[config.mk]
export PLATFORM = sky130hd
export DESIGN_NAME = ssm_lane
export DESIGN_NICKNAME = d
export VERILOG_FILES = /design/src/design/ssm_pkg.sv /design/src/design/ssm_lane.sv
export VERILOG_INCLUDE_DIRS = /design/src /design/src/design
export SDC_FILE = /design/constraint.sdc
export NUM_CORES = 2
export LEC_CHECK = 0
export BUFFER_PORTS_ARGS = -buffer_cell sky130_fd_sc_hd__buf_2
export CAP_MARGIN = 25
export CORE_MARGIN = 2
export CORE_UTILIZATION = 40
export CTS_BUF_LIST = sky130_fd_sc_hd__clkbuf_16
export CTS_CLUSTER_DIAMETER = 100
export DETAILED_ROUTE_END_ITERATION = 10
export PLACE_DENSITY = 0.63
export SLEW_MARGIN = 25
export SYNTH_ARGS = -nofsm -noshare
export SYNTH_HDL_FRONTEND = slang
export SYNTH_SLANG_ARGS = --single-unit
[constraint.sdc]
create_clock -name clk -period 8 [get_ports clk]
set_input_delay 0.8 -clock clk [delete_from_list [all_inputs] [get_ports clk]]
set_output_delay 0.8 -clock clk [all_outputs]
set_load 0.02 [all_outputs]
[src/design/ssm_macros.svh]
// ====================
// widths and sizes of the fixed point ssm step
// all arithmetic is signed Q8.8, sums are 32 bit
// SSM_LANE_LAT must match the register depth of ssm_lane
// ====================
`ifndef SSM_MACROS_SVH
`define SSM_MACROS_SVH

// data word, Q8.8
`define SSM_DW 16

// fraction bits, used as the post-multiply shift
`define SSM_FRAC 8

// lanes per tile
`define SSM_LANES 16

// tiles per group, 8 x 16 = 128 state elements
`define SSM_TILES 8

// reducer accumulator width
`define SSM_ACC_W 32

// lane pipeline depth in advancing cycles
// the reducer delays its tags by this amount
`define SSM_LANE_LAT 2

`endif

[src/design/ssm_pkg.sv]
// ====================
// shared types for the ssm step
// q_mul wraps on overflow, no saturation
// ====================
`default_nettype none

`include "ssm_macros.svh"

package ssm_pkg;

    // one Q8.8 value
    typedef logic signed [`SSM_DW-1:0] data_t;

    // signed sum inside the reducer
    typedef logic signed [`SSM_ACC_W-1:0] acc_t;

    // one tile, lane i sits at bits [i*SSM_DW +: SSM_DW]
    typedef logic [`SSM_LANES*`SSM_DW-1:0] tile_t;

    // tile position in the group
    typedef logic [$clog2(`SSM_TILES)-1:0] tile_idx_t;

    // fixed point product
    // full 32 bit product, arithmetic shift, keep the low 16 bits
    function automatic data_t q_mul(input data_t a, input data_t b);
        logic signed [2*`SSM_DW-1:0] prod;
        logic signed [2*`SSM_DW-1:0] shifted;
        prod    = a * b;
        shifted = prod >>> `SSM_FRAC;
        return shifted[`SSM_DW-1:0];
    endfunction

endpackage

`default_nettype wire

[src/design/ssm_lane.sv]
// ====================
// one state lane, two register stages under advance_i
// h_next and hc both wrap to 16 bits
// ====================
`timescale 1ns/1ps
`default_nettype none

module ssm_lane (
    input  wire                    clk,
    input  wire                    rstn,
    input  wire                    advance_i,
    input  wire                    valid_i,
    input  wire ssm_pkg::data_t    dx_i,
    input  wire ssm_pkg::data_t    da_i,
    input  wire ssm_pkg::data_t    b_i,
    input  wire ssm_pkg::data_t    c_i,
    input  wire ssm_pkg::data_t    hprev_i,
    output ssm_pkg::data_t         hc_o,
    output logic                   valid_o
);
    import ssm_pkg::*;

    data_t h_next_d;
    data_t h_next_q;
    data_t c_q;
    logic  valid_q;

    // h_next = dA*hprev + dx*B
    // each product is scaled first, the sum wraps
    assign h_next_d = q_mul(da_i, hprev_i) + q_mul(dx_i, b_i);

    // ====================
    // valid pipe
    // ====================
    always_ff @(posedge clk or negedge rstn) begin
        if (!rstn) begin
            valid_q <= 1'b0;
            valid_o <= 1'b0;
        end else if (advance_i) begin
            valid_q <= valid_i;
            valid_o <= valid_q;
        end
    end

    // ====================
    // data pipe
    // ====================
    always_ff @(posedge clk) begin
        if (advance_i) begin
            // stage 1, C rides along with h_next
            h_next_q <= h_next_d;
            c_q      <= c_i;
            // stage 2
            hc_o     <= q_mul(h_next_q, c_q);
        end
    end

endmodule

`default_nettype wire

==> reports/qor.csv <==
metric,value,unit
placed cells,3463,
core area,0.06002,mm²
register bit count reported by yosys,50,
total grt overflow,0,
HPWL Detailed,48480,µm
die footprint,0.06244,mm²
CP Max Fanout,16,
area growth from synthesis to layout,6.276,%
Final Max Tran Viols,0,
CTS buffer count,5,
Syn. warnings,0,
Setup crit end kind,flop,
"Primary FF master, synth",edfxtp_1,
first-pass GRT wire length,96280,µm
"Hold Violations, Final",0,
RD Place Congestion,0.9224,
H-Tree Depth,2,
clk sinks,50,
total track usage,0.1937,
fraction of registers with async set/reset,0.04000,
total wire length,56620,µm
period utilisation layout,0.9481,
Die Y,249.9,µm
synthesized area,0.02418,mm²
Rel. slew slack,0.4606,
Max Root-Sink Buffers,2,
clock latency at the later pin of the worst-skew pair,0.34,ns
worst hold path class,input pin to asynchronous set/reset pin,
I/O pin count,101,
Synth Instances,2643,
vias in the first global route,19140,
Post-CTS Hold Fix Bufs,0,
drt wl/cell,16.31,µm
post-CTS sizing,0,
Crit path largest cell delay,0.55,ns
initial antenna violation count,0,
Synth cell types,53,
Critical Path AT,7.66,ns
"non-filler cells, final",3471,
Post-synth EDFFs,48,
Tmin final,7.584,ns
worst reg-to-reg setup slack,1.30,ns
setup_tns,0,ns
share of cells above drive strength 1,0.05801,
vias per cell,4.874,
Crit path required time,8.08,ns
Initial DRC Count,870,
TritonRoute pass-1 iters,5,
nets,3556,
"Slowest-stage cell, CP",fa_1,
diodes inserted,0,
clock skew,0.01514,ns
CP Class,input pin to flop,
largest net degree at the start of global routing,51,
max-cap violation count,0,
sequential fraction of the synthesis area,0.06168,
register clock-pin slew on the reported worst setup and hold paths,0.09,ns
IO Port Bufs,100,
setup violators final,0,
vias,16920,
Final ANT Viol Nets,0,
Initial Utilization,0.4029,
Reg-to-Reg Start,c_q[4]$_DFFE_PP_,
Mean Syn Cell Area,9.149,µm²
Max Fclk,0.1319,GHz
cells on worst reg2reg path,22,
Crit path top cell by count,fa_1,
TritonCTS clock tree,done,
syn_nets,3511,
RSZ-0062 raised after global routing,false,
width of the die,249.9,µm
post-CTS setup buffer count,0,
DRC viols,0,
Slew @ Worst Pin,0.8091,ns
Reg-to-Reg End,hc_o[15]$_DFFE_PP_,
FP Rows,90,
status,"finished, final reports clean",
root buf cell,clkbuf_16,
Critical Path Source Type,input pin,
[Yosys cell counts, types with 21 or more instances]
master    number  share of area
and2_1       298          0.077
edfxtp_1      48          0.060
xor2_1        27         0.0098
nand2_1      369          0.057
xnor2_1       94          0.034
nand2b_1      21         0.0054
nor2_1        44         0.0068
ha_1         225           0.12
a21oi_1       28         0.0058
fa_1         559           0.46
clkbuf_1      91          0.014
inv_1        702           0.11
[cell usage in the layout (no fill, tap or decap), types with 4 or more instances in the layout]
cell         n
a21o_1      14
a21oi_1     28
ha_1       225
nand4_1      4
a211oi_1     4
fa_1       559
o21bai_1     5
a31oi_1      5
edfxtp_1    48
nor2_1      44
xor2_1      27
clkbuf_16    5
o21a_1      10
nor2b_1     11
nand3_1      5
inv_1      702
buf_4       37
xnor2_1     94
nand2b_1    21
o21ai_1     12
o21ai_0     10
buf_2      100
and2_1     298
nand2_1    369
nor3_1       5
[layer usage]
layer	share of wire	GRT usage	up-vias
met5	0	0	-
met3	0.039	0.01366	106
li1	-	-	7692
met1	0.41	0.2427	8669
met2	0.51	0.3483	452
met4	0.038	0.07504	0
[area by class of cell]
cell class,instances,area [µm²]
inverter,703,2639
clock buffer,5,125.1
tap,782,978.4
timing repair buffer,137,778.2
fill,5915,34320
sequential,50,1491
multi-input combinational,1791,19660
clock inverter,3,28.78
[metrics by stage]
step                setup slack, ns  hold WS (ns)  cell area (µm²)  utilization
detailed placement          0.03781        0.4949            25550       0.4256
floorplan                    0.3843        0.4749            24180            -
global placement             0.1180        0.4842            25550       0.4256
global route                0.04135        0.2203            25700       0.4282
finish                       0.4156        0.2274            25700       0.4282
CTS                          0.3970        0.2105            25700       0.4282
[registers in the layout (all words and copies together) (netlist names)]
name / count
c_q: 16
h_next_q: 16
hc_o: 16
valid_o: 1
valid_q: 1
[worst max-delay path, delay by kind of cell]
family,cells,cell delay (ns)
buf+inv,5,0.38
simple gates,4,0.73
xor+xnor,2,0.62
compound gates,9,1.64
fa+ha+maj,8,3.48
[worst max-delay path by stage]
| stage | endpoint | startpoint | depth (start not counted) | slack, ns |
|---|---|---|---|---|
| floorplan | h_next_q[15]$_DFFE_PP_ | hprev_i[1] | 27 | 0.38 |
| global placement | h_next_q[15]$_DFFE_PP_ | hprev_i[4] | 28 | 0.12 |
| detailed placement | h_next_q[15]$_DFFE_PP_ | hprev_i[4] | 28 | 0.04 |
| CTS | h_next_q[15]$_DFFE_PP_ | hprev_i[4] | 28 | 0.40 |
| global route | h_next_q[15]$_DFFE_PP_ | hprev_i[4] | 28 | 0.04 |
| finish | h_next_q[15]$_DFFE_PP_ | hprev_i[4] | 28 | 0.42 |
[cell families (layout without fill, tap and decap cells)]
logic type / count (synthesis) / count (layout) / share of synthesized area
AO/OA/AOI/OAI: 109 / 109 / 0.03058
adder cells (fa/ha/maj): 784 / 784 / 0.5792
buffers and inverters: 802 / 848 / 0.1254
AND/OR/NAND/NOR: 774 / 774 / 0.1575
multiplexers: 2 / 2 / 0.0009313
flip-flops: 50 / 50 / 0.06168
XOR/XNOR: 122 / 122 / 0.04476
Power is not shown: default switching activity piles up to over one toggle a cycle in this logic, so the estimate is an artifact.
