$ cat config.mk
export PLATFORM = sky130hd
export DESIGN_NAME = ssm_tile_in
export DESIGN_NICKNAME = d
export VERILOG_FILES = /design/src/design/ssm_pkg.sv /design/src/design/ssm_tile_in.sv
export VERILOG_INCLUDE_DIRS = /design/src /design/src/design
export SDC_FILE = /design/constraint.sdc
export NUM_CORES = 1
export LEC_CHECK = 0
export ABC_AREA = 1
export BUFFER_PORTS_ARGS = -buffer_cell sky130_fd_sc_hd__buf_2
export CORE_AREA = 8 8 641 643
export DETAILED_ROUTE_END_ITERATION = 10
export DIE_AREA = 0 0 649 651
export SLEW_MARGIN = 20
export SYNTH_ARGS = -nofsm -noshare
export SYNTH_HDL_FRONTEND = slang
export SYNTH_SLANG_ARGS = --single-unit
export TNS_END_PERCENT = 20
$ cat constraint.sdc
create_clock -name clk -period 2.5 [get_ports clk]
set_input_delay 0.125 -clock clk [delete_from_list [all_inputs] [get_ports clk]]
set_output_delay 0.125 -clock clk [all_outputs]
set_load 0.02 [all_outputs]
$ cat src/design/ssm_macros.svh
// ====================
// widths and sizes of the fixed point ssm step
// all arithmetic is signed Q8.8, sums are 32 bit
// SSM_LANE_LAT must match the register depth of ssm_lane
// ====================
`ifndef SSM_MACROS_SVH
`define SSM_MACROS_SVH

// data word, Q8.8
`define SSM_DW 16

// fraction bits, used as the post-multiply shift
`define SSM_FRAC 8

// lanes per tile
`define SSM_LANES 16

// tiles per group, 8 x 16 = 128 state elements
`define SSM_TILES 8

// reducer accumulator width
`define SSM_ACC_W 32

// lane pipeline depth in advancing cycles
// the reducer delays its tags by this amount
`define SSM_LANE_LAT 2

`endif

$ cat src/design/ssm_pkg.sv
// ====================
// shared types for the ssm step
// q_mul wraps on overflow, no saturation
// ====================
`default_nettype none

`include "ssm_macros.svh"

package ssm_pkg;

    // one Q8.8 value
    typedef logic signed [`SSM_DW-1:0] data_t;

    // signed sum inside the reducer
    typedef logic signed [`SSM_ACC_W-1:0] acc_t;

    // one tile, lane i sits at bits [i*SSM_DW +: SSM_DW]
    typedef logic [`SSM_LANES*`SSM_DW-1:0] tile_t;

    // tile position in the group
    typedef logic [$clog2(`SSM_TILES)-1:0] tile_idx_t;

    // fixed point product
    // full 32 bit product, arithmetic shift, keep the low 16 bits
    function automatic data_t q_mul(input data_t a, input data_t b);
        logic signed [2*`SSM_DW-1:0] prod;
        logic signed [2*`SSM_DW-1:0] shifted;
        prod    = a * b;
        shifted = prod >>> `SSM_FRAC;
        return shifted[`SSM_DW-1:0];
    endfunction

endpackage

`default_nettype wire

$ cat src/design/ssm_tile_in.sv
// ====================
// tile input stage, one register stage under advance_i
// xD is taken from the first tile of each group only
// the tile index assumes groups are always complete
// ====================
`timescale 1ns/1ps
`default_nettype none

`include "ssm_macros.svh"

module ssm_tile_in (
    input  wire                    clk,
    input  wire                    rstn,
    input  wire                    advance_i,
    input  wire                    tile_valid_i,
    input  wire ssm_pkg::data_t    dt_i,
    input  wire ssm_pkg::data_t    x_i,
    input  wire ssm_pkg::data_t    da_i,
    input  wire ssm_pkg::data_t    d_i,
    input  wire ssm_pkg::tile_t    b_tile_i,
    input  wire ssm_pkg::tile_t    c_tile_i,
    input  wire ssm_pkg::tile_t    hprev_tile_i,
    output logic                   stage_valid_o,
    output ssm_pkg::data_t         dx_o,
    output ssm_pkg::data_t         da_o,
    output ssm_pkg::data_t         xd_o,
    output ssm_pkg::tile_t         b_tile_o,
    output ssm_pkg::tile_t         c_tile_o,
    output ssm_pkg::tile_t         hprev_tile_o,
    output logic                   last_o
);
    import ssm_pkg::*;

    tile_idx_t tile_idx;
    logic      accept;
    logic      idx_last;

    // tile_ready is advance itself, so this is the transfer edge
    assign accept   = tile_valid_i & advance_i;
    assign idx_last = (tile_idx == tile_idx_t'(`SSM_TILES-1));

    // ====================
    // tile counter
    // ====================
    always_ff @(posedge clk or negedge rstn) begin
        if (!rstn) begin
            tile_idx <= '0;
        end else if (accept) begin
            if (idx_last) begin
                tile_idx <= '0;
            end else begin
                tile_idx <= tile_idx + 1'b1;
            end
        end
    end

    // stage valid and group tag
    // a bubble enters the pipe when no tile is offered
    always_ff @(posedge clk or negedge rstn) begin
        if (!rstn) begin
            stage_valid_o <= 1'b0;
            last_o        <= 1'b0;
        end else if (advance_i) begin
            stage_valid_o <= tile_valid_i;
            last_o        <= tile_valid_i & idx_last;
        end
    end

    // ====================
    // scalar products and tile registers
    // ====================
    always_ff @(posedge clk) begin
        if (accept) begin
            // dx per tile, scalars may change between tiles
            dx_o         <= q_mul(dt_i, x_i);
            da_o         <= da_i;
            b_tile_o     <= b_tile_i;
            c_tile_o     <= c_tile_i;
            hprev_tile_o <= hprev_tile_i;
            // xD only on the first tile, then held for the rest of the group
            if (tile_idx == '0) begin
                xd_o <= q_mul(x_i, d_i);
            end
        end
    end

endmodule

`default_nettype wire

==> summary.md <==
| Metric | Value |
|---|---|
| Detailed-route via count | between 30,000 and 40,000 |
| PwrDens | 1200 nW/um^2 |
| Final cell count without fillers | about 12,000 |
| Clk_lat worst skew | ~0.77 ns |
| Ranking of synthesized cells by area | edfxtp_1 60%, fa_1 18%, inv_1 7.0%, nand2_1 5.8%, ha_1 4.4% |
| Clock power frac | 0.166 |
| Hold WC Path Type | in2reg |
| Netlist cell types | 34 |
| Initial antenna violation count | 171 |
| Lkg Pwr | ~34 nW |
| CTS HTree Levels | 3 |
| Slew @ Worst Pin | between 0.7 and 0.8 ns |
| Gr usage total | 0.131 |
| Register area share after synthesis | 0.601 |
| Failing checks | negative setup slack |
| Residual DRC | 0 |
| Fraction of final layout cells sized beyond drive strength 1 | 0.358 |
| Worst path cell trace | buf_4, clkinv_2, or2_2, fa_1, inv_2, fa_1, inv_1, fa_1, inv_1, fa_1, fa_1, inv_1, fa_2, inv_2, ha_4, inv_2, nor3_4, nand2_2, or2_4, nand3_2, inv_1, nand2_1, nand2_1 |
| Arr. time, crit path | between 4 and 5 ns |
| Syn nets | about 4,400 |
| Switch Pwr | around 39 mW |
| Slew Limit Fails | 0 |
| Initial DRC Count | roughly 3,200 |
| FF-to-FF path depth | 5 |
| Total grt overflow | 0 |
| Drt total wl | just under 300,000 um |
| Crit. End Element | flip-flop |
| Slew HR | 0.527 |
| Skew final | between 0.02 and 0.03 ns |
| Post-place setup slack | -3.07 ns |
| Input/output buffers | approximately 1,700 |
| Top-Level Pins | 1,654 |
| Critical register-to-register path startpoint | tile_idx[0]$_DFFE_PN0P_ |
| Clock tree buffer depth | 4 |
| Yosys warns | 0 |
| P&R area growth vs syn | 86.4% |
| Placed instance area | slightly below 60,000 sq um |
| Comb pwr share | 0.630 |
| Wirelength per Cell | 24.5 um |
| Internal power | 53.1 mW |
| Switching share of power | 0.422 |
| Critical Path Start Type | primary input |
| Die height | approximately 650 um |
| Clk slew on worst S/H paths | about 0.06 ns |
| CP Data Required Time | 3.01 ns |
| First-pass GRT wire length | roughly 370,000 um |
| Row count | about 230 |
| Setup violators final | 32 |
| CTS buffer count | about 100 |
| Mapped Cells | about 3,100 |
| Die area | about 420,000 sq um |
| Root Driver | clkbuf_16 |
| Detailed placement HPWL | about 250,000 um |
| Util after Layout | 0.191 |
| Outcome | finished, violations left |
| Crit-path max cell delay | ~0.58 ns |
| Hold violation total from the final report | 0 |
| Number of global-route vias before repair | 38,650 |
| Initial Util | 0.102 |
| Final worst slack | -1.93 ns |
| Leading post-synthesis cells by instance count | 816 x edfxtp_1, 760 x inv_1, 637 x nand2_1, 372 x fa_1, 143 x ha_1 |
| Post-synth EDFFs | just over 800 |
| Most frequent cell after synthesis | edfxtp_1 |
| Crit path top cell by count | fa_1 |
| GP Congestion | 0.950 |
| VDD IR max | ~2.5 mV |
| Placed cells | about 10,000 |
| R2R setup slack | 0.95 ns |
| Final worst-path cycle share | 1.77 |
| Crit Path Class | in2reg |
| F_max | roughly 0.23 GHz |
| Shortest period the worst path allows | about 4.4 ns |
| DR vias/cell | 3.15 |
| Hold Path Origin | c_tile_i[171] |
| Final Instance Area | between 70,000 and 80,000 sq um |
| Hold worst-path end | c_tile_o[171]$_DFFE_PP_ |
| Hold depth | 2 |
| Ys flop type | edfxtp_1 |
| CTS tree | yes |
| CORE AREA | ~400,000 sq um |
| Yosys reg bits | roughly 820 |
| Largest net degree at the start of global routing | between 80 and 90 |
| Die W | 649 um |
| Reg power frac | 0.204 |
| Async SR Flop Fraction | 0.00609 |
| Clk sink count | 821 |
| RSZ-0062 raised after global routing | true |
| Crit-path max FO | 4 |
| Cell accounting for the most synthesized area | edfxtp_1 |
| Mean post-synth cell area | roughly 13 sq um |
| Worst flop-to-flop path endpoint | last_o$_DFFE_PN0P_ |
| Drt pass-1 iters | 5 |
| Post-Syn Area | a little over 40,000 sq um |
| Area fraction of the dominant cell type after synthesis | 0.598 |
| Layout net count | between 7,000 and 8,000 |
| Max-cap violations | 0 |
| Routed Antenna Nets | 0 |
| CP max stage cell | fa_2 |
==> placed cells by master, fill, tap and decap left out, types with 16 or more instances in the layout <==
cell           Yosys  final
nand2_1          637    606
buf_2             10   1616
dlygate4sd3_1      0   1324
edfxtp_1         816    816
xor2_1            20     17
buf_12             0     37
ha_1             143    111
nand3_1           55     48
a21oi_2            0     22
buf_4              0    278
fa_1             372    356
clkbuf_16          0    105
inv_2              1     27
buf_6              0     32
nor2_1            64     51
clkinv_1           2     17
fa_2               0     16
inv_1            760    733
nand2_2            0     25
diode_2            0     41
clkbuf_1          72     16
ha_4               0     28
==> area by class of cell <==
class / count / area, sq um
antenna: 41 / 103
timing repair buffer: 3296 / 24700
sequential: 821 / 24600
clock inverter: 64 / 691
tap: 5287 / 6620
inverter: 763 / 2870
fill: 43720 / 324000
multi-input combinational: 1424 / 14100
clock buffer: 120 / 2660
==> cells by family after synthesis <==
kind of cell / share of synthesized area
buf+inv: 0.0785
flops: 0.601
simple gates: 0.0761
fa+ha+maj: 0.225
compound gates: 0.0123
xor+xnor: 0.00684
==> power by group through the flow <==
stage | sequential, mW | clock, mW | combinational, mW
after global routing | 18.8 | 16.2 | 63.8
after CTS | 18.7 | 15.8 | 55.1
final | 18.7 | 15.3 | 57.9
after detailed placement | 18.9 | 0 | 45.4
after floorplan | 20.2 | 0 | 22.7
after global placement | 19.0 | 0 | 45.3
==> how the worst max path moves through the flow <==
stage,start,endpoint,slack (ns),cells past startpoint
6_report,d_i[15],xd_o[15]$_DFFE_PP_,-1.93,23
5_1_grt,d_i[15],xd_o[15]$_DFFE_PP_,-2.03,23
4_1_cts,x_i[7],xd_o[15]$_DFFE_PP_,-1.82,23
3_5_place_dp,x_i[2],dx_o[14]$_DFFE_PP_,-3.07,22
3_3_place_gp,x_i[2],dx_o[6]$_DFFE_PP_,-3.10,21
2_1_floorplan,tile_valid_i,b_tile_o[0]$_DFFE_PP_,-10.20,2
==> per-layer routing <==
metal	global-route usage	up-vias	wire length, um
met5	0	-	281
li1	-	16394	-
met4	0.0475	44	11600
met1	0.156	18609	113000
met3	0.0400	374	24100
met2	0.222	1783	140000
==> sequential cells by signal, indices dropped and copies added (netlist names) <==
register       cells
dx_o              16
stage_valid_o      1
c_tile_o         256
xd_o              16
hprev_tile_o     256
da_o              16
tile_idx           3
b_tile_o         256
last_o             1
==> through the flow <==
step | hold WS [ns] | power [mW] | TNS, ns
2_1_floorplan | -0.171 | 42.9 | -8411.24
3_3_place_gp | -0.0526 | 64.3 | -91.25
3_5_place_dp | -0.0504 | 64.3 | -91.74
4_1_cts | 0.000637 | 89.6 | -51.37
5_1_grt | 0.0258 | 98.8 | -57.35
6_report | 0.0929 | 91.8 | -54.20
==> worst max-delay path: cells and delay by family <==
kind | cells | cell delay [ns]
and+or+nand+nor | 7 | 0.99
adders and majority gates | 7 | 3.29
buffers and inverters | 9 | 0.52
==> repair_timing <==
item / 4_1_cts / 5_1_grt
cloned: 2 / 1
setup buffers: 21 / 2
hold buffers: 1324 / 0
setup endpoints to repair: 32 / 32
gates resized for setup: 255 / 80
pin swaps: 71 / 41
hold endpoints to repair: 794 / 0
(Power assumes the default switching activity.)
