**config.mk**
```make
export PLATFORM = sky130hd
export DESIGN_NAME = ssm_group_reduce
export DESIGN_NICKNAME = d
export VERILOG_FILES = /design/src/design/ssm_pkg.sv /design/src/design/ssm_group_reduce.sv
export VERILOG_INCLUDE_DIRS = /design/src /design/src/design
export SDC_FILE = /design/constraint.sdc
export NUM_CORES = 1
export LEC_CHECK = 0
export ABC_AREA = 1
export BUFFER_PORTS_ARGS = -buffer_cell sky130_fd_sc_hd__buf_2
export CORE_MARGIN = 2
export CORE_UTILIZATION = 61
export CTS_CLUSTER_DIAMETER = 200
export DETAILED_ROUTE_END_ITERATION = 12
export PLACE_DENSITY = 0.88
export SLEW_MARGIN = 20
export SYNTH_ARGS = -nofsm -noshare
export SYNTH_HDL_FRONTEND = slang
export SYNTH_SLANG_ARGS = --single-unit
```
**constraint.sdc**
```tcl
create_clock -name clk -period 8.7 [get_ports clk]
set_input_delay 1.74 -clock clk [delete_from_list [all_inputs] [get_ports clk]]
set_output_delay 1.74 -clock clk [all_outputs]
set_load 0.05 [all_outputs]
```
**src/design/ssm_macros.svh**
```systemverilog
// ====================
// widths and sizes of the fixed point ssm step
// all arithmetic is signed Q8.8, sums are 32 bit
// SSM_LANE_LAT must match the register depth of ssm_lane
// ====================
`ifndef SSM_MACROS_SVH
`define SSM_MACROS_SVH

// data word, Q8.8
`define SSM_DW 16

// fraction bits, used as the post-multiply shift
`define SSM_FRAC 8

// lanes per tile
`define SSM_LANES 16

// tiles per group, 8 x 16 = 128 state elements
`define SSM_TILES 8

// reducer accumulator width
`define SSM_ACC_W 32

// lane pipeline depth in advancing cycles
// the reducer delays its tags by this amount
`define SSM_LANE_LAT 2

`endif

```
**src/design/ssm_pkg.sv**
```systemverilog
// ====================
// shared types for the ssm step
// q_mul wraps on overflow, no saturation
// ====================
`default_nettype none

`include "ssm_macros.svh"

package ssm_pkg;

    // one Q8.8 value
    typedef logic signed [`SSM_DW-1:0] data_t;

    // signed sum inside the reducer
    typedef logic signed [`SSM_ACC_W-1:0] acc_t;

    // one tile, lane i sits at bits [i*SSM_DW +: SSM_DW]
    typedef logic [`SSM_LANES*`SSM_DW-1:0] tile_t;

    // tile position in the group
    typedef logic [$clog2(`SSM_TILES)-1:0] tile_idx_t;

    // fixed point product
    // full 32 bit product, arithmetic shift, keep the low 16 bits
    function automatic data_t q_mul(input data_t a, input data_t b);
        logic signed [2*`SSM_DW-1:0] prod;
        logic signed [2*`SSM_DW-1:0] shifted;
        prod    = a * b;
        shifted = prod >>> `SSM_FRAC;
        return shifted[`SSM_DW-1:0];
    endfunction

endpackage

`default_nettype wire

```
**src/design/ssm_group_reduce.sv**
```systemverilog
// ====================
// tile sum, group accumulation and held result
// y_o is held until y_ready_i; while held the whole pipe stalls
// the last tag and xD are aligned to the lane outputs here
// ====================
`timescale 1ns/1ps
`default_nettype none

`include "ssm_macros.svh"

module ssm_group_reduce (
    input  wire                    clk,
    input  wire                    rstn,
    input  wire                    lane_valid_i,
    input  wire                    last_i,
    input  wire ssm_pkg::data_t    xd_i,
    input  wire ssm_pkg::tile_t    hc_tile_i,
    input  wire                    y_ready_i,
    output logic                   advance_o,
    output ssm_pkg::acc_t          y_o,
    output logic                   y_valid_o
);
    import ssm_pkg::*;

    logic  last_pipe [`SSM_LANE_LAT];
    data_t xd_pipe   [`SSM_LANE_LAT];
    acc_t  acc;
    acc_t  tile_sum;
    logic  tile_last;
    data_t tile_xd;
    logic  tile_take;

    // sign extend one Q8.8 term to the accumulator width
    function automatic acc_t sext(input data_t v);
        return {{(`SSM_ACC_W-`SSM_DW){v[`SSM_DW-1]}}, v};
    endfunction

    // stall only when a result is held and not taken
    assign advance_o = ~(y_valid_o & ~y_ready_i);

    // ====================
    // tag delay
    // ====================
    always_ff @(posedge clk or negedge rstn) begin
        if (!rstn) begin
            for (int i = 0; i < `SSM_LANE_LAT; i++) begin
                last_pipe[i] <= 1'b0;
            end
        end else if (advance_o) begin
            last_pipe[0] <= last_i;
            for (int i = 1; i < `SSM_LANE_LAT; i++) begin
                last_pipe[i] <= last_pipe[i-1];
            end
        end
    end

    always_ff @(posedge clk) begin
        if (advance_o) begin
            xd_pipe[0] <= xd_i;
            for (int i = 1; i < `SSM_LANE_LAT; i++) begin
                xd_pipe[i] <= xd_pipe[i-1];
            end
        end
    end

    assign tile_last = last_pipe[`SSM_LANE_LAT-1];
    assign tile_xd   = xd_pipe[`SSM_LANE_LAT-1];
    assign tile_take = advance_o & lane_valid_i;

    // sum of the 16 lane products, each term sign extended
    always_comb begin
        tile_sum = '0;
        for (int i = 0; i < `SSM_LANES; i++) begin
            tile_sum = tile_sum + sext(data_t'(hc_tile_i[i*`SSM_DW +: `SSM_DW]));
        end
    end

    // ====================
    // group accumulation
    // ====================
    always_ff @(posedge clk or negedge rstn) begin
        if (!rstn) begin
            acc       <= '0;
            y_valid_o <= 1'b0;
        end else if (advance_o) begin
            // advance high with y_valid_o set means the result was taken
            y_valid_o <= tile_take & tile_last;
            if (tile_take) begin
                if (tile_last) begin
                    acc <= '0;
                end else begin
                    acc <= acc + tile_sum;
                end
            end
        end
    end

    // result register, closes the group with +xD
    always_ff @(posedge clk) begin
        if (tile_take & tile_last) begin
            y_o <= acc + tile_sum + sext(tile_xd);
        end
    end

endmodule

`default_nettype wire

```
==> results by group, run 1 <==
Final layout
  • Post-Layout Cell Count: approximately 2400
  • Share of cells above drive strength 1: between 10% and 20%
  • Most frequent cells in the layout: inv_1, buf_2, fa_1
  • Area grow syn2layout: 15.86%
  • Commonest non-fill, non-tap cell in the layout: inv_1
  • Final nets: between 2000 and 3000
  • N_diodes: 0

Die
  • Die Area: 26020 sq um
  • IO Pins: approximately 310
  • FP Rows: between 50 and 60
  • CORE AREA: 24320 sq um
  • Die Y: roughly 160 microns
  • Initial Util: 62.07%
  • Die W: ~160 microns

Timing
  • RSZ-0062 raised after global routing: no
  • Rel. slew slack: 39.75%
  • Fin. Hold Viols: 0
  • Fmax achieved: 119.5 MHz
  • Min Clock Period, post-route: 8.369 ns
  • Slew @ Worst Pin: roughly 0.9 ns
  • Period Utilization, post-route: between 90 and 100%
  • Final setup TNS: 0 ns
  • # setup viols final: 0
  • Slew Limit Fails: 0
  • Clock skew: between 0.01 and 0.015 ns

Place
  • Placed cells: around 2400
  • I/O Buffers: 310
  • Post-DP HPWL: between 30000 and 40000 microns
  • GPL Wtd Cong: slightly above 1

Setup path
  • CP most frequent cell: fa_1
  • Arr. time, crit path: 8.48 ns
  • Slowest-stage cell, CP: fa_1
  • Worst setup EP type: register
  • Worst endpoint required time: between 8 and 9 ns
  • Startpoint type of the worst setup path: primary input
  • Critical path's largest stage delay: ~0.62 ns
  • Crit Path Max Fanout: 7
  • CP Class: primary input to register

Clock network
  • Clock latency on the worst-skew pair: 0.36 ns
  • Worst-path clk slew: 0.08 ns
  • Number of clock sinks: slightly below 100
  • CTS tree: built
  • Root Driver: clkbuf_16
  • Num CTS Buffers: 9
  • H-tree depth: 3
  • Post-CTS Hold Fix Bufs: 0
  • CTS max path bufs: 2

Yosys
  • Post-synthesis register bit count: between 90 and 100
  • Synth Flop Type: edfxtp_1
  • Post-synth EDFFs: 64
  • Syn nets: 2358
  • Sequential cell area fraction in the yosys report: a little under a fifth
  • Distinct cells, synth: 41
  • Gate Count Post-Synth: roughly 1700
  • Synth Cell Area: 15100 sq um
  • Avg Synthesized Cell Area: around 8.8 sq um
  • Synth warn: 0
  • Async SR Flop Fraction: a little over a third

Global routing
  • Vias in the first global route: about 13000
  • GR Util All Layers: between 30 and 40%
  • Global-route wire length before repair: around 61000 microns
  • Gr ovfl total: 0
  • Initial antenna violation count: 1
  • Largest net degree at the start of global routing: 37

Route
  • Initial DRC count: 705
  • Routed Antenna Nets: 0
  • Drt first pass iters: 7
  • Routed WL: roughly 38000 microns
  • Drt wl/cell: 16.12 microns
  • Drt drc: 0
  • Post-DR vias/cell: slightly above 5
  • Via count: roughly 12000

Run status
  • Run status: complete, no violations

Run
  • Max-Cap Viols: 0

Hold path
  • Worst Hold Class: register to register
[sequential cells by signal, summed over array words and instances (netlist names)]
signal / flops
tile_last: 1
y_valid_o: 1
xd_pipe: 32
y_o: 32
acc: 32
last_pipe: 1
[metrics by stage]
step           instance area, sq um  util [%]  setup slack, ns  hold slack [ns]
2_1_floorplan                 15100         -           0.7298           0.4003
3_3_place_gp                  17180     70.63        -0.009516           0.4029
3_5_place_dp                  17180     70.63         -0.01003           0.4056
4_1_cts                       17490     71.90           0.3251           0.4207
5_1_grt                       17490     71.92         0.002821           0.4209
6_report                      17490     71.92           0.3313           0.4191
[Yosys cell counts, types with 2 or more instances]
cell / n / area (sq um)
nand4_1: 8 / 50.05
o211ai_1: 4 / 30.03
a31oi_1: 4 / 25.02
nand3b_1: 9 / 67.56
nand2_2: 2 / 12.51
nor2_2: 5 / 31.28
buf_2: 2 / 10.01
o21a_1: 5 / 37.54
edfxtp_1: 64 / 1922
nand3_1: 54 / 270.3
o21ai_1: 2 / 10.01
inv_1: 611 / 2293
xnor2_1: 8 / 70.07
xor2_1: 39 / 341.6
ha_1: 73 / 913.4
a21o_1: 6 / 45.04
a21oi_2: 2 / 17.52
nor3_1: 11 / 55.05
fa_1: 299 / 5986
nor2_1: 82 / 307.8
o22ai_1: 6 / 37.54
o21bai_1: 7 / 52.55
a21boi_0: 4 / 30.03
nand2_1: 226 / 848.3
and2_1: 11 / 68.82
o21ai_0: 53 / 265.3
clkbuf_1: 2 / 7.510
a21oi_1: 63 / 315.3
dfrtp_1: 35 / 875.8
[per-layer routing]
metal	wire (microns)	vias to the layer above	GRT usage, %
met2	19970	405	53.89
met4	1449	2	11.08
met1	14930	5824	37.76
met5	12	-	0
li1	-	5617	-
met3	1876	94	3.852
[final cells by class]
type                            instances  area (sq um)
Sequential cell                        99          2798
Multi-Input combinational cell        994          9990
Timing Repair Buffer                  327          1692
Tap cell                              324         405.4
Inverter                              612          2297
Fill cell                            1867          6829
Clock buffer                            9         225.2
Clock inverter                          7         83.83
[cells by family (layout without fill, tap and decap cells)]
| kind of cell | count (synthesis) | count (layout) | synth area share, % |
|---|---|---|---|
| buf+inv | 616 | 955 | 15.33 |
| simple gates | 415 | 415 | 11.73 |
| flops | 99 | 99 | 18.53 |
| fa+ha+maj | 372 | 372 | 45.70 |
| compound gates | 160 | 160 | 5.976 |
| xor+xnor | 47 | 47 | 2.727 |
[critical path, delay by kind of cell]
kind,cells,cell delay (ns)
and+or+nand+nor,6,0.61
buffers and inverters,6,0.76
AOI/OAI and AO/OA,8,1.64
adders and majority gates,8,3.73
[what timing repair did]
item | 4_1_cts | 5_1_grt
buffers inserted | 0 | 0
endpoints found under the setup margin | 0 | 1
resized for setup | 0 | 2
[final timing paths]
path	cells past startpoint	endpoint	slack [ns]	startpoint
setup / recovery	28	y_o[31]$_DFFE_PP_	0.33	hc_tile_i[207]
setup reg to reg	24	y_o[31]$_DFFE_PP_	2.70	acc[17]$_DFFE_PN0P_
hold reg to reg	0	xd_pipe[0][20]$_DFFE_PN_	0.42	xd_pipe[0][4]$_DFFE_PN_
max in group asynchronous	1	acc[2]$_DFFE_PN0P_	6.63	rstn
hold / removal	0	xd_pipe[0][20]$_DFFE_PN_	0.42	xd_pipe[0][4]$_DFFE_PN_
min in group asynchronous	1	acc[31]$_DFFE_PN0P_	1.50	rstn
Power of run 1 is not shown: default switching activity piles up to over one toggle a cycle in this logic, so the estimate is an artifact.
==> run 2, diff against run 1 <==
CORE_MARGIN = 1   (was 2)
==> results by group, run 2 (synthesis gave the netlist of run 1 again) <==
Setup path
  • Worst endpoint required time: 8.80 ns (was 8.82 ns)
  • Worst setup startpoint: hc_tile_i[63] (was hc_tile_i[207])
  • R2R Path Start: acc[14]$_DFFE_PN0P_ (was acc[17]$_DFFE_PN0P_)
  • Reg2Reg Capture Point: y_o[28]$_DFFE_PP_ (was y_o[31]$_DFFE_PP_)
  • Startpoint type of the worst setup path: primary input (unchanged)
  • CP Class: primary input to register (unchanged)
  • Arr. time, crit path: 8.51 ns (was 8.48 ns)
  • Worst setup EP type: register (unchanged)
  • Worst r2r path cells: 27 (was 24)
  • Reg2Reg Setup Slack: 2.70 ns (about the same)
  • Crit Path Max Fanout: 7 (unchanged)

Clock network
  • Number of clock sinks: 99 (unchanged)
  • Num CTS Buffers: 9 (unchanged)
  • Worst-path clk slew: 0.07 ns (was 0.08 ns)
  • CTS tree: built (unchanged)
  • Post-CTS Hold Fix Bufs: 0 (unchanged)
  • H-tree depth: 3 (unchanged)
  • CTS max path bufs: 2 (unchanged)
  • Root Driver: clkbuf_16 (unchanged)
  • Clock latency on the worst-skew pair: 0.36 ns (about the same)

Route
  • Initial DRC count: 834 (was 705)
  • Drt drc: 0 (unchanged)
  • Routed Antenna Nets: 0 (unchanged)
  • Routed WL: 37890 microns (was 38240 microns)
  • Post-DR vias/cell: 5.068 (was 5.035)
  • Drt wl/cell: 15.97 microns (was 16.12 microns)
  • Via count: 12020 (was 11940)
  • Drt first pass iters: 8 (was 7)

Die
  • Die Area: 25380 sq um (was 26020 sq um)
  • Initial Util: 62.07% (unchanged)
  • IO Pins: 311 (unchanged)
  • Die Y: 159.3 microns (was 161.3 microns)
  • Die W: 159.3 microns (was 161.3 microns)
  • FP Rows: 57 (unchanged)
  • CORE AREA: 24320 sq um (unchanged)

Timing
  • Clock skew: 0.01187 ns (was 0.01251 ns)
  • # setup viols final: 0 (unchanged)
  • Period Utilization, post-route: 96.64% (was 96.19%)
  • Slew Limit Fails: 0 (unchanged)
  • Min Clock Period, post-route: 8.407 ns (was 8.369 ns)
  • Rel. slew slack: 39.43% (was 39.75%)
  • Slew @ Worst Pin: 0.9085 ns (was 0.9038 ns)
  • RSZ-0062 raised after global routing: no (unchanged)
  • Fin. Hold Viols: 0 (unchanged)
  • Fmax achieved: 118.9 MHz (was 119.5 MHz)

Run
  • Max-Cap Viols: 0 (unchanged)

Final layout
  • N_diodes: 0 (unchanged)
  • Area grow syn2layout: 15.78% (was 15.86%)
  • Final nets: 2692 (unchanged)
  • Commonest non-fill, non-tap cell in the layout: inv_1 (unchanged)
  • Fin util: 71.87% (was 71.92%)
  • Most frequent cells in the layout: inv_1, buf_2, fa_1 (unchanged)
  • Top Registers: acc: 32 flops, xd_pipe: 32 flops, y_o: 32 flops (unchanged)
  • Share of cells above drive strength 1: 17.63% (was 17.68%)

Hold path
  • Hold_sp: xd_pipe[0][15]$_DFFE_PN_ (was xd_pipe[0][4]$_DFFE_PN_)
  • Hold endpoint: xd_pipe[0][31]$_DFFE_PN_ (was xd_pipe[0][20]$_DFFE_PN_)
  • Cells on Worst Hold Path: 0 (unchanged)
  • Worst Hold Class: register to register (unchanged)

Global routing
  • Global-route wire length before repair: 62230 microns (was 61130 microns)
  • GR Util All Layers: 31.44% (was 30.15%)
  • Vias in the first global route: 12840 (was 12860)
  • Largest net degree at the start of global routing: 37 (unchanged)
  • Initial antenna violation count: 0 (was 1)
  • Gr ovfl total: 0 (unchanged)

Place
  • GPL Wtd Cong: 0.9372 (was 1.013)
  • Post-DP HPWL: 34130 microns (was 34360 microns)
  • I/O Buffers: 310 (unchanged)

Run status
  • Run status: complete, no violations (unchanged)
==> run 2: area by class of cell <==
class / count / area, sq um
Inverter: 612 / 2297
Timing Repair Buffer: 327 / 1679
Multi-Input combinational cell: 994 / 9990
Clock buffer: 9 / 225.2
Sequential cell: 99 / 2798
Fill cell: 1850 / 6842
Clock inverter: 7 / 83.83
Tap cell: 324 / 405.4
==> run 2: worst max path at each step <==
stage	to	depth (start not counted)	slack, ns
final	y_o[28]$_DFFE_PP_	26	0.29
after global routing	y_o[31]$_DFFE_PP_	29	0.009
after CTS	y_o[30]$_DFFE_PP_	27	0.20
after detailed placement	y_o[30]$_DFFE_PP_	27	-0.16
after global placement	y_o[30]$_DFFE_PP_	27	-0.06
after floorplan	y_o[30]$_DFFE_PP_	26	0.73
==> run 2: critical path, stage by stage <==
cell,delay (ns)
buf_2,0.11
fa_1,0.61
inv_1,0.08
fa_1,0.58
fa_1,0.46
fa_1,0.58
inv_1,0.22
fa_1,0.56
inv_1,0.07
fa_1,0.49
inv_1,0.04
ha_1,0.37
nand2_1,0.14
nor2_1,0.16
inv_1,0.07
nor3_1,0.27
nand3_1,0.22
nand3_1,0.15
nand2_1,0.08
and2_1,0.15
ha_1,0.38
a21oi_1,0.11
o21ai_0,0.43
nor2_1,0.10
nand3_1,0.22
xor2_1,0.09
==> run 2: timing repair <==
item,in CTS,in global routing
resized for setup,0,2
endpoints found under the setup margin,0,2
setup buffers,0,0
==> run 2: metrics by stage <==
stage	worst slack (ns)	TNS [ns]	instance area [sq um]	hold slack (ns)	instances
floorplan	0.7298	0	15100	0.4003	1709
global placement	-0.06015	-0.1079	17170	0.4028	2356
detailed placement	-0.1585	-0.2258	17170	0.4045	2356
CTS	0.1993	0	17470	0.4219	2372
global route	0.009409	0	17480	0.4350	2372
finish	0.2926	0	17480	0.4227	2372
==> run 2: per-layer routing <==
layer | share of wire, % | wire [microns] | GRT usage [%] | up-vias
met4 | 2.9 | 1081 | 9.309 | 0
li1 | - | - | - | 5630
met5 | 0 | 0 | 0 | -
met1 | 38 | 14560 | 38.85 | 5897
met2 | 54 | 20440 | 57.99 | 423
met3 | 4.8 | 1803 | 3.569 | 71
Power of run 2 is left out for the same reason.
==> run 3, diff against run 2 <==
BUFFER_PORTS_ARGS = -buffer_cell sky130_fd_sc_hd__buf_4   (was -buffer_cell sky130_fd_sc_hd__buf_2)
==> results by group, run 3 (synthesis gave the netlist of run 1 again) <==
Setup path
  • Arr. time, crit path: 8.47 ns (was 8.51 ns)
  • Crit Path Max Fanout: 7 (unchanged)
  • CP most frequent cell: fa_1 (unchanged)
  • Worst endpoint required time: 8.82 ns (was 8.80 ns)
  • Startpoint type of the worst setup path: primary input (unchanged)
  • Slowest-stage cell, CP: fa_1 (unchanged)
  • Top Family by Delay on Critical Path: adder cells (unchanged)
  • Critical path's largest stage delay: 0.63 ns (was 0.61 ns)
  • CP Class: primary input to register (unchanged)
  • Worst setup EP type: register (unchanged)
  • WP buf/inv: 6 (unchanged)
  • Reg2Reg Setup Slack: 2.70 ns (about the same)

Timing
  • Fmax achieved: 119.8 MHz (was 118.9 MHz)
  • WHS: 0.4196 ns (was 0.4227 ns)
  • Slew Limit Fails: 0 (unchanged)
  • Slew @ Worst Pin: 0.7856 ns (was 0.9085 ns)
  • Rel. slew slack: 47.62% (was 39.43%)
  • Min Clock Period, post-route: 8.348 ns (was 8.407 ns)
  • Clock skew: 0.01415 ns (was 0.01187 ns)
  • # setup viols final: 0 (unchanged)
  • Period Utilization, post-route: 95.96% (was 96.64%)
  • Fin. Hold Viols: 0 (unchanged)
  • RSZ-0062 raised after global routing: no (unchanged)

Final layout
  • Area grow syn2layout: 21.03% (was 15.78%)
  • Share of cells above drive strength 1: 17.62% (was 17.63%)
  • Post-Layout Cell Count: 2373 (was 2372)
  • N_diodes: 0 (unchanged)
  • Top Registers: acc: 32 flops, xd_pipe: 32 flops, y_o: 32 flops (unchanged)
  • FILL cells: 1709 (was 1850)
  • Register area: 2798 sq um (unchanged)
  • Commonest non-fill, non-tap cell in the layout: inv_1 (unchanged)
  • Cell area after layout: 18270 sq um (was 17480 sq um)
  • Final nets: 2693 (was 2692)
  • Area of the multi-input gates: 9986 sq um (was 9990 sq um)
  • Most frequent cells in the layout: inv_1, buf_4, fa_1 (was inv_1, buf_2, fa_1)

Hold path
  • Worst Hold Class: register to register (unchanged)

Run status
  • Run status: complete, no violations (unchanged)

Clock network
  • Root Driver: clkbuf_16 (unchanged)
  • Post-CTS Setup Bufs: 0 (unchanged)
  • Num CTS Buffers: 9 (unchanged)
  • Worst-path clk slew: 0.08 ns (was 0.07 ns)
  • Post-CTS Hold Fix Bufs: 0 (unchanged)
  • Clock latency on the worst-skew pair: 0.37 ns (was 0.36 ns)
  • H-tree depth: 3 (unchanged)
  • Number of clock sinks: 99 (unchanged)
  • CTS tree: built (unchanged)
  • CTS max path bufs: 2 (unchanged)

Route
  • Routed WL: 40040 microns (was 37890 microns)
  • Drt wl/cell: 16.87 microns (was 15.97 microns)
  • Post-DR vias/cell: 5.096 (was 5.068)
  • Initial DRC count: 767 (was 834)
  • Via count: 12090 (was 12020)
  • Drt first pass iters: 5 (was 8)
  • Drt drc: 0 (unchanged)
  • Routed Antenna Nets: 0 (unchanged)

Die
  • FP Rows: 57 (unchanged)
  • CORE AREA: 24320 sq um (unchanged)
  • Initial Util: 62.07% (unchanged)
  • Die Area: 25380 sq um (unchanged)
  • Die Y: 159.3 microns (unchanged)
  • IO Pins: 311 (unchanged)
  • Die W: 159.3 microns (unchanged)

Run
  • Max-Cap Viols: 0 (unchanged)

Place
  • Placed cells: 2357 (was 2356)
  • DP Area: 17960 sq um (was 17170 sq um)
  • I/O Buffers: 310 (unchanged)
  • GPL Wtd Cong: 1.012 (was 0.9372)
  • Post-DP HPWL: 35770 microns (was 34130 microns)

Global routing
  • Largest net degree at the start of global routing: 37 (unchanged)
  • Gr ovfl total: 0 (unchanged)
  • Vias in the first global route: 13300 (was 12840)
  • Initial antenna violation count: 0 (unchanged)
  • GR Util All Layers: 33.41% (was 31.44%)
  • Global-route wire length before repair: 65300 microns (was 62230 microns)
## run 3: path summary, 6_finish.rpt
kind,start,to,cells past startpoint
max,hc_tile_i[207],y_o[31]$_DFFE_PP_,28
min,xd_pipe[0][3]$_DFFE_PN_,xd_pipe[0][19]$_DFFE_PN_,0
max reg2reg,acc[2]$_DFFE_PN0P_,y_o[31]$_DFFE_PP_,26
min reg2reg,xd_pipe[0][3]$_DFFE_PN_,xd_pipe[0][19]$_DFFE_PN_,0
max in group asynchronous,rstn,acc[4]$_DFFE_PN0P_,1
min in group asynchronous,rstn,acc[16]$_DFFE_PN0P_,1
## run 3: cell type report
type / instances / share of cell area (%)
clock inverter: 7 / 0.4588
sequential: 99 / 15.31
clock buffer: 9 / 1.233
inverter: 612 / 12.57
multi-input combinational: 994 / 54.66
tap: 324 / 2.219
timing repair buffer: 328 / 13.55
## run 3: per-layer routing
| layer | part of all wire, % | track usage (%) |
|---|---|---|
| met3 | 5.9 | 5.939 |
| met5 | 0 | 0 |
| met1 | 38 | 40.31 |
| met4 | 3.9 | 12.67 |
| met2 | 53 | 59.79 |
## run 3: worst register-to-register path, stage by stage (launching register included)
cell,delay (ns)
dfrtp_1,0.36
inv_1,0.09
fa_1,0.45
fa_1,0.50
fa_1,0.56
fa_1,0.41
inv_1,0.07
ha_1,0.17
inv_1,0.07
fa_1,0.47
inv_1,0.10
nand3_1,0.07
nand2_1,0.16
nand2_1,0.09
nand2_1,0.15
xor2_1,0.38
ha_1,0.38
a21oi_1,0.22
a21boi_0,0.21
buf_4,0.15
nor2_1,0.04
nor2_1,0.15
nand2_1,0.14
a21oi_1,0.20
inv_1,0.06
nand2_1,0.06
nand2_1,0.05
## run 3: through the flow
stage | setup TNS, ns | utilization [%] | worst slack [ns]
final | 0 | 75.12 | 0.3515
after global routing | 0 | 75.12 | 0.009599
after CTS | 0 | 75.12 | 0.3473
after detailed placement | -0.02358 | 73.85 | -0.02358
after global placement | 0 | 73.85 | 0.03284
after floorplan | 0 | - | 0.7298
## run 3: what timing repair did
item	4_1_cts	5_1_grt
resized for setup	0	1
setup endpoints to repair	0	1
hold endpoints to repair	0	0
Power of run 3 is left out for the same reason.
